--- src/design/hisPkg.sv ---
package hisPkg;

    // histogram geometry
    localparam int PIXEL_NUM = 4;
    localparam int BIN_NUM = 16;
    // samples per pixel within one acquisition
    localparam int SAMPLES_PER_PIXEL = 4;
    // acquisitions per frame out of reset
    localparam int DEFAULT_ACQ = 1;
    // one row of BIN_NUM counters per pixel
    localparam int RAM_DEPTH = PIXEL_NUM * BIN_NUM;

    // quantized arrival time
    typedef logic [$clog2(BIN_NUM)-1:0] binT;
    typedef logic [$clog2(PIXEL_NUM)-1:0] pixelT;
    // 15 acq x 4 samples tops out at 60, no saturation
    typedef logic [7:0] countT;
    // legal range 1..15
    typedef logic [3:0] acqT;
    // wraps
    typedef logic [7:0] frameCntT;
    // {pixel, bin}
    typedef logic [$clog2(RAM_DEPTH)-1:0] ramAddrT;

    // sequencer phases
    typedef enum logic [1:0] {
        CLEAR,
        COLLECT,
        DRAIN,
        REPORT
    } seqStateT;

endpackage

--- src/design/frameConfig.sv ---
module frameConfig (
    input  logic             clk,
    input  logic             combin_res,
    input  logic             cfgWrite,
    input  hisPkg::acqT      cfgAcq,
    input  logic             frameStart,
    input  logic             frameDone,
    output hisPkg::acqT      acqPerFrame,
    output hisPkg::frameCntT frameCount
);
    import hisPkg::*;

    // value written by software, waits for the next frame
    acqT pendingAcq;

    always_ff @(posedge clk or negedge combin_res) begin
        if (!combin_res) begin
            pendingAcq  <= acqT'(DEFAULT_ACQ);
            acqPerFrame <= acqT'(DEFAULT_ACQ);
        end else begin
            // zero acquisitions makes no sense, drop it
            if (cfgWrite && (cfgAcq != '0)) begin
                pendingAcq <= cfgAcq;
            end
            // shadow copy, frame length fixed once collection starts
            if (frameStart) begin
                acqPerFrame <= pendingAcq;
            end
        end
    end

    // completed frames, free running
    always_ff @(posedge clk or negedge combin_res) begin
        if (!combin_res) begin
            frameCount <= '0;
        end else if (frameDone) begin
            frameCount <= frameCount + 1'b1;
        end
    end

endmodule

--- src/design/histSeqCtrl.sv ---
module histSeqCtrl (
    input  logic            clk,
    input  logic            combin_res,
    input  logic            sampleReq,
    input  hisPkg::binT     sampleBin,
    output logic            sampleAck,
    input  hisPkg::acqT     acqPerFrame,
    output logic            incValid,
    output hisPkg::ramAddrT incAddr,
    output logic            clrValid,
    output hisPkg::ramAddrT clrAddr,
    output logic            clrPeaks,
    output logic            reportStart,
    input  logic            reportDone,
    output logic            frameStart,
    output logic            frameDone
);
    import hisPkg::*;

    seqStateT state;
    // nested counters, sample inside pixel inside acquisition
    logic [$clog2(SAMPLES_PER_PIXEL)-1:0] sampleCnt;
    pixelT pixelCnt;
    acqT   acqCnt;
    // two-cycle wait for the pipeline to settle
    logic  drainCnt;
    // new request seen while collecting
    logic  accept;

    assign accept = (state == COLLECT) && sampleReq && !sampleAck;

    // sweep runs for the whole CLEAR phase
    assign clrValid   = (state == CLEAR);
    assign clrPeaks   = (state == CLEAR);
    // last sweep address, frame length gets latched here
    assign frameStart = (state == CLEAR) && (clrAddr == ramAddrT'(RAM_DEPTH - 1));

    // sample handshake and increment issue
    always_ff @(posedge clk or negedge combin_res) begin
        if (!combin_res) begin
            sampleAck <= 1'b0;
            incValid  <= 1'b0;
            incAddr   <= '0;
        end else begin
            incValid <= accept;
            if (accept) begin
                sampleAck <= 1'b1;
                // row select by pixel, column by bin
                incAddr   <= {pixelCnt, sampleBin};
            end else if (sampleAck && !sampleReq) begin
                // source let go, close the four-phase cycle
                sampleAck <= 1'b0;
            end
        end
    end

    // state machine and counters
    always_ff @(posedge clk or negedge combin_res) begin
        if (!combin_res) begin
            state       <= CLEAR;
            clrAddr     <= '0;
            sampleCnt   <= '0;
            pixelCnt    <= '0;
            acqCnt      <= '0;
            drainCnt    <= 1'b0;
            reportStart <= 1'b0;
            frameDone   <= 1'b0;
        end else begin
            reportStart <= 1'b0;
            frameDone   <= 1'b0;
            case (state)
                CLEAR: begin
                    // wraps back to zero for the next sweep
                    clrAddr <= clrAddr + 1'b1;
                    if (frameStart) begin
                        state <= COLLECT;
                    end
                end
                COLLECT: begin
                    if (accept) begin
                        if (sampleCnt == $bits(sampleCnt)'(SAMPLES_PER_PIXEL - 1)) begin
                            sampleCnt <= '0;
                            if (pixelCnt == pixelT'(PIXEL_NUM - 1)) begin
                                pixelCnt <= '0;
                                if (acqCnt == acqPerFrame - acqT'(1)) begin
                                    // last sample of the frame
                                    acqCnt <= '0;
                                    state  <= DRAIN;
                                end else begin
                                    acqCnt <= acqCnt + 1'b1;
                                end
                            end else begin
                                pixelCnt <= pixelCnt + 1'b1;
                            end
                        end else begin
                            sampleCnt <= sampleCnt + 1'b1;
                        end
                    end
                end
                DRAIN: begin
                    // also hold off while the last ack is still up
                    if (!drainCnt) begin
                        drainCnt <= 1'b1;
                    end else if (!sampleAck) begin
                        drainCnt    <= 1'b0;
                        reportStart <= 1'b1;
                        state       <= REPORT;
                    end
                end
                REPORT: begin
                    if (reportDone) begin
                        frameDone <= 1'b1;
                        state     <= CLEAR;
                    end
                end
                default: state <= CLEAR;
            endcase
        end
    end

endmodule

--- src/design/histRam.sv ---
module histRam (
    input  logic            clk,
    input  logic            incValid,
    input  hisPkg::ramAddrT incAddr,
    input  logic            clrValid,
    input  hisPkg::ramAddrT clrAddr,
    output logic            newValid,
    output hisPkg::pixelT   newPixel,
    output hisPkg::binT     newBin,
    output hisPkg::countT   newCount
);
    import hisPkg::*;

    countT mem [RAM_DEPTH];
    // count seen by the current increment
    countT baseCount;
    // previous result not yet in the array
    logic  fwdHit;

    // output regs double as the write-back stage
    assign fwdHit    = newValid && ({newPixel, newBin} == incAddr);
    assign baseCount = fwdHit ? newCount : mem[incAddr];

    // increment result, one cycle after issue
    always_ff @(posedge clk) begin
        newValid <= incValid;
        if (incValid) begin
            {newPixel, newBin} <= incAddr;
            newCount           <= baseCount + 1'b1;
        end
    end

    // single write port, sweep has priority
    always_ff @(posedge clk) begin
        if (clrValid) begin
            mem[clrAddr] <= '0;
        end else if (newValid) begin
            mem[{newPixel, newBin}] <= newCount;
        end
    end

endmodule

--- src/design/peakTracker.sv ---
module peakTracker (
    input  logic          clk,
    input  logic          combin_res,
    input  logic          newValid,
    input  hisPkg::pixelT newPixel,
    input  hisPkg::binT   newBin,
    input  hisPkg::countT newCount,
    input  logic          clrPeaks,
    input  logic          reportStart,
    output logic          reportDone,
    output logic          peakReq,
    input  logic          peakAck,
    output hisPkg::pixelT peakPixel,
    output hisPkg::binT   peakBin,
    output hisPkg::countT peakCount
);
    import hisPkg::*;

    // running maximum and its bin, per pixel
    countT maxCount [PIXEL_NUM];
    binT   maxBin   [PIXEL_NUM];

    // report walk
    logic  rptActive;
    pixelT rptPixel;
    pixelT nextPixel;
    // present a new record this cycle
    logic  loadRec;

    assign nextPixel = reportStart ? pixelT'(0) : pixelT'(rptPixel + 1'b1);
    // previous record fully retired and more pixels left
    assign loadRec = reportStart ||
        (rptActive && !peakReq && !peakAck && (rptPixel != pixelT'(PIXEL_NUM - 1)));

    // strictly greater only, earliest bin wins a tie
    always_ff @(posedge clk) begin
        if (clrPeaks) begin
            for (int p = 0; p < PIXEL_NUM; p++) begin
                maxCount[p] <= '0;
                maxBin[p]   <= '0;
            end
        end else if (newValid && (newCount > maxCount[newPixel])) begin
            maxCount[newPixel] <= newCount;
            maxBin[newPixel]   <= newBin;
        end
    end

    // four-phase output handshake
    always_ff @(posedge clk or negedge combin_res) begin
        if (!combin_res) begin
            rptActive  <= 1'b0;
            rptPixel   <= '0;
            peakReq    <= 1'b0;
            reportDone <= 1'b0;
        end else begin
            reportDone <= 1'b0;
            if (loadRec) begin
                rptActive <= 1'b1;
                rptPixel  <= nextPixel;
                peakReq   <= 1'b1;
            end else if (peakReq && peakAck) begin
                peakReq <= 1'b0;
            end else if (rptActive && !peakReq && !peakAck) begin
                // last pixel acknowledged and released
                rptActive  <= 1'b0;
                reportDone <= 1'b1;
            end
        end
    end

    // record held until the next load
    always_ff @(posedge clk) begin
        if (loadRec) begin
            peakPixel <= nextPixel;
            peakBin   <= maxBin[nextPixel];
            peakCount <= maxCount[nextPixel];
        end
    end

endmodule

--- src/design/hisBuilder.sv ---
module hisBuilder (
    input  logic             clk,
    input  logic             combin_res,
    input  logic             sampleReq,
    input  hisPkg::binT      sampleBin,
    output logic             sampleAck,
    output logic             peakReq,
    input  logic             peakAck,
    output hisPkg::pixelT    peakPixel,
    output hisPkg::binT      peakBin,
    output hisPkg::countT    peakCount,
    input  logic             cfgWrite,
    input  hisPkg::acqT      cfgAcq,
    output hisPkg::frameCntT frameCount
);
    import hisPkg::*;

    // config to sequencer
    acqT     acqPerFrame;
    logic    frameStart;
    logic    frameDone;
    // sequencer to memory
    logic    incValid;
    ramAddrT incAddr;
    logic    clrValid;
    ramAddrT clrAddr;
    // memory to tracker
    logic    newValid;
    pixelT   newPixel;
    binT     newBin;
    countT   newCount;
    // sequencer and tracker
    logic    clrPeaks;
    logic    reportStart;
    logic    reportDone;

    frameConfig uFrameConfig (
        .clk, .combin_res, .cfgWrite, .cfgAcq,
        .frameStart, .frameDone, .acqPerFrame, .frameCount
    );

    histSeqCtrl uHistSeqCtrl (
        .clk, .combin_res, .sampleReq, .sampleBin, .sampleAck, .acqPerFrame,
        .incValid, .incAddr, .clrValid, .clrAddr, .clrPeaks,
        .reportStart, .reportDone, .frameStart, .frameDone
    );

    histRam uHistRam (
        .clk, .incValid, .incAddr, .clrValid, .clrAddr,
        .newValid, .newPixel, .newBin, .newCount
    );

    peakTracker uPeakTracker (
        .clk, .combin_res, .newValid, .newPixel, .newBin, .newCount,
        .clrPeaks, .reportStart, .reportDone,
        .peakReq, .peakAck, .peakPixel, .peakBin, .peakCount
    );

endmodule

--- config.mk ---
export PLATFORM = sky130hd
export DESIGN_NAME = hisBuilder
export DESIGN_NICKNAME = d
export VERILOG_FILES = /design/src/design/hisPkg.sv /design/src/design/frameConfig.sv /design/src/design/histSeqCtrl.sv /design/src/design/histRam.sv /design/src/design/peakTracker.sv /design/src/design/hisBuilder.sv
export SDC_FILE = /design/constraint.sdc
export NUM_CORES = 1
export LEC_CHECK = 0
export BUFFER_PORTS_ARGS = -buffer_cell sky130_fd_sc_hd__buf_2
export CAP_MARGIN = 30
export CORE_UTILIZATION = 30
export DETAILED_ROUTE_END_ITERATION = 7
export SETUP_SLACK_MARGIN = 0.2
export SLEW_MARGIN = 40
export SYNTH_ARGS = -nofsm -noshare
export SYNTH_HDL_FRONTEND = slang
export SYNTH_SLANG_ARGS = --single-unit
export TNS_END_PERCENT = 20
--- constraint.sdc ---
create_clock -name clk -period 9.5 [get_ports clk]
set_clock_uncertainty 0.05 [all_clocks]
set_input_delay 0 -clock clk [delete_from_list [all_inputs] [get_ports clk]]
set_output_delay 0 -clock clk [all_outputs]
set_load 0.03 [all_outputs]
==> flow_metrics.py <==
metrics = {
    "detailed_routing": {
        "post_drt_via_cell_ratio": 5.00,
        "drc_errors": 0,
        "drtIter0Drc": 1255,
        "num_vias": 13800,
        "wirelength_um": 62000,
        "ant_nets": 0,
        "dr.pass1.iters": 6,
        "wl_per_cell_um": 22.5,
    },
    "timing": {
        "period_needed_ns": 4.61,
        "setup_tns_ns": 0,
        "hold_viol": 0,
        "min_period_over_period_pct": 48.5,
        "worst_pin_slew_ns": 0.911,
        "rsz0062_at_grt": "false",
        "max_freq_mhz": 217,
        "finalMaxSlewViolations": 0,
        "setup_viol": 0,
        "relSlewSlack_pct": 39.2,
        "whs_ns": 0.0822,
    },
    "clock_network": {
        "cts_buffer_depth": 3,
        "cts_hold_buf": 17,
        "cts_tree": "built",
        "clkTransAtPathRegs_ns": 0.06,
        "cts_sinks": 639,
        "post_cts_buffers": 0,
        "cts_buffers": 67,
        "insertion_delay_ns": 0.61,
        "cts_resized": 0,
        "htreeDepth": 3,
        "cts-root-buf": "clkbuf_16",
    },
    "placed_design": {
        "port-buffer-count": 36,
        "place_congestion": 0.869,
        "dp.cells": 2625,
        "hpwl_um": 38200,
        "place_area_um2": 27800,
    },
    "final_layout": {
        "diodes": 0,
        "stdcell_count": 2759,
        "syn2layout_area_growth_pct": 14.1,
        "drive_gt1_share_pct": 20.8,
        "final_area_um2": 30100,
        "mostFrequentLayoutCells": "edfxtp_1 (588), mux4_2 (92), mux2i_1 (85)",
        "fin_nets": 1589,
        "final_common_cell": "edfxtp_1",
    },
    "worst_setup_path": {
        "cp-end-kind": "register",
        "crit_family": "compound AO/OA/AOI/OAI gates",
        "path_class": "reg -> reg",
        "critPathMaxFanout": 50,
        "cp_slowest_cell": "dfrtp_4",
        "crit_arrival_ns": 4.90,
        "slowest_delay_ns": 0.84,
        "startpoint_type": "register",
        "worstPathBufferInverterCount": 2,
        "cp.required_ns": 9.80,
        "path_cells": "buf_4 -> inv_1 -> a221o_1 -> a2111oi_1 -> a211oi_1 -> o22ai_1 -> nand2_1 -> nor4_2 -> xnor2_1",
    },
    "synthesis": {
        "yosys.area.top_type": "edfxtp_1",
        "synthFlopType": "edfxtp_1",
        "syn_area_um2": 26400,
        "syn_inst": 1497,
        "synthTopCellsByArea": "edfxtp_1 (67%), mux4_2 (7.9%), dfrtp_1 (4.4%)",
        "synthArstFlopShare_pct": 7.51,
        "yosysWarnings": 0,
        "synth_top_area_share_pct": 66.9,
        "synth_seq_cells": 639,
        "ys_seq_area_share_pct": 71.7,
        "synth_nets": 1530,
        "synth_edf_count": 588,
        "syn_area_per_cell_um2": 17.6,
        "synth_cell_type_count": 64,
    },
    "global_routing": {
        "grt_pass1_wl_um": 91800,
        "grt_pass1_vias": 14000,
        "grt_max_degree": 65,
        "overflow": 0,
        "grt_usage_pct": 13.9,
        "antenna_found_initial": 1,
    },
    "power_and_ir_drop": {
        "leakage_nw": 8.99,
        "p_total_mw": 5.56,
        "irDropWorstVdd_uv": 102,
        "pwr_density_cell_nw_per_um2": 185,
    },
    "floorplan": {
        "die_area_um2": 89200,
        "num_rows": 108,
        "start_util_pct": 30.4,
        "io_pins": 37,
        "die_h_um": 299,
        "coreArea_um2": 86900,
        "die-width_um": 299,
    },
    "run_status": {
        "status": "completed",
    },
    "job": {
        "cap_viol_max_count": 0,
    },
    "worst_hold_path": {
        "hp-class": "in -> reg",
    },
}
[per-stage QoR]
step	setup WS (ns)	utilization (%)
after floorplan	6.15	-
after global placement	4.88	31.9
after detailed placement	4.87	32.0
after CTS	4.87	34.6
after global routing	4.71	34.7
final	4.89	34.7
[state kept, by name, indices dropped and copies added, names as in the netlist, 6 cells and up, named ones only]
name                     flops
uPeakTracker.maxBin         16
uHistSeqCtrl.incAddr         6
uHistRam.mem               512
uFrameConfig.frameCount      8
uPeakTracker.peakCount       8
uHistSeqCtrl.clrAddr         6
uPeakTracker.maxCount       32
uHistRam.newCount            8
[logic make-up (layout without fill, tap and decap cells)]
group           count (synthesis)  in the layout  synth area share, %
xor+xnor                       33             33                 1.10
flops                         639            639                 71.7
mux                           214            214                 13.8
buf+inv                       110            217                 2.23
compound gates                145            145                 3.79
fa+ha+maj                      20             20                0.948
simple gates                  336            336                 6.41
[tightest hold or removal path, stage by stage]
cell and delay, ns:
dlygate4sd3_1 0.52, buf_2 0.11, o21ai_0 0.07
[path summary, 6_finish.rpt]
check | slack, ns | from | depth (start not counted) | to
worst max-delay path | 4.89 | uHistSeqCtrl.incAddr[1] | 9 | uHistRam.newCount[7]
worst min-delay path | 0.08 | peakAck | 3 | uPeakTracker.peakReq
worst max register to register | 4.89 | uHistSeqCtrl.incAddr[1] | 9 | uHistRam.newCount[7]
worst min register to register | 0.41 | uFrameConfig.frameCount[7] | 1 | uFrameConfig.frameCount[7]
max in group asynchronous | 8.38 | combin_res | 4 | uHistSeqCtrl.incAddr[1]
min in group asynchronous | 0.53 | combin_res | 4 | uFrameConfig.frameCount[3]
[layer usage]
| layer | share of wire, % | track usage [%] | up-vias |
|---|---|---|---|
| met2 | 47 | 22.0 | 527 |
| met3 | 7.6 | 3.60 | 119 |
| li1 | - | - | 6027 |
| met4 | 2.9 | 4.58 | 0 |
| met5 | 0 | 0 | - |
| met1 | 42 | 18.5 | 7135 |
[cells in the mapped netlist (all sizes together) (3+ instances only)]
master	instances
edfxtp	588
and2	48
nand3	23
buf	45
o22ai	4
a211oi	19
o21a	5
nor3b	4
nor3	9
mux2	15
nand2b	8
o21ai	23
nand2	74
a21oi	25
or3	4
mux2i	86
o31ai	9
nor2b	24
nand4	20
dfrtp	46
clkbuf	35
a31o	3
dfxtp	3
a22o	5
inv	30
a21o	3
or2	4
and3	18
nor2	87
xor2	13
o211ai	3
a22oi	24
xnor2	20
and4	3
ha	20
mux4	113
nand3b	3
a31oi	4
a2111oi	6
[layout make-up]
cell class,instances,area [µm²]
fill,8087,56800
clock inverter,28,251
inverter,30,113
tap,1155,1450
sequential,639,18900
clock buffer,89,1830
multi-input combinational,748,7070
timing repair buffer,70,482
[power by group]
group          internal (mW)  switching (mW)  leakage, nW
clock network           1.44            1.07         1.02
logic                0.00913         0.00841         2.89
registers               3.03         0.00110         5.08
total                   4.48            1.08         8.99
Power figures use the tool's default switching activity.
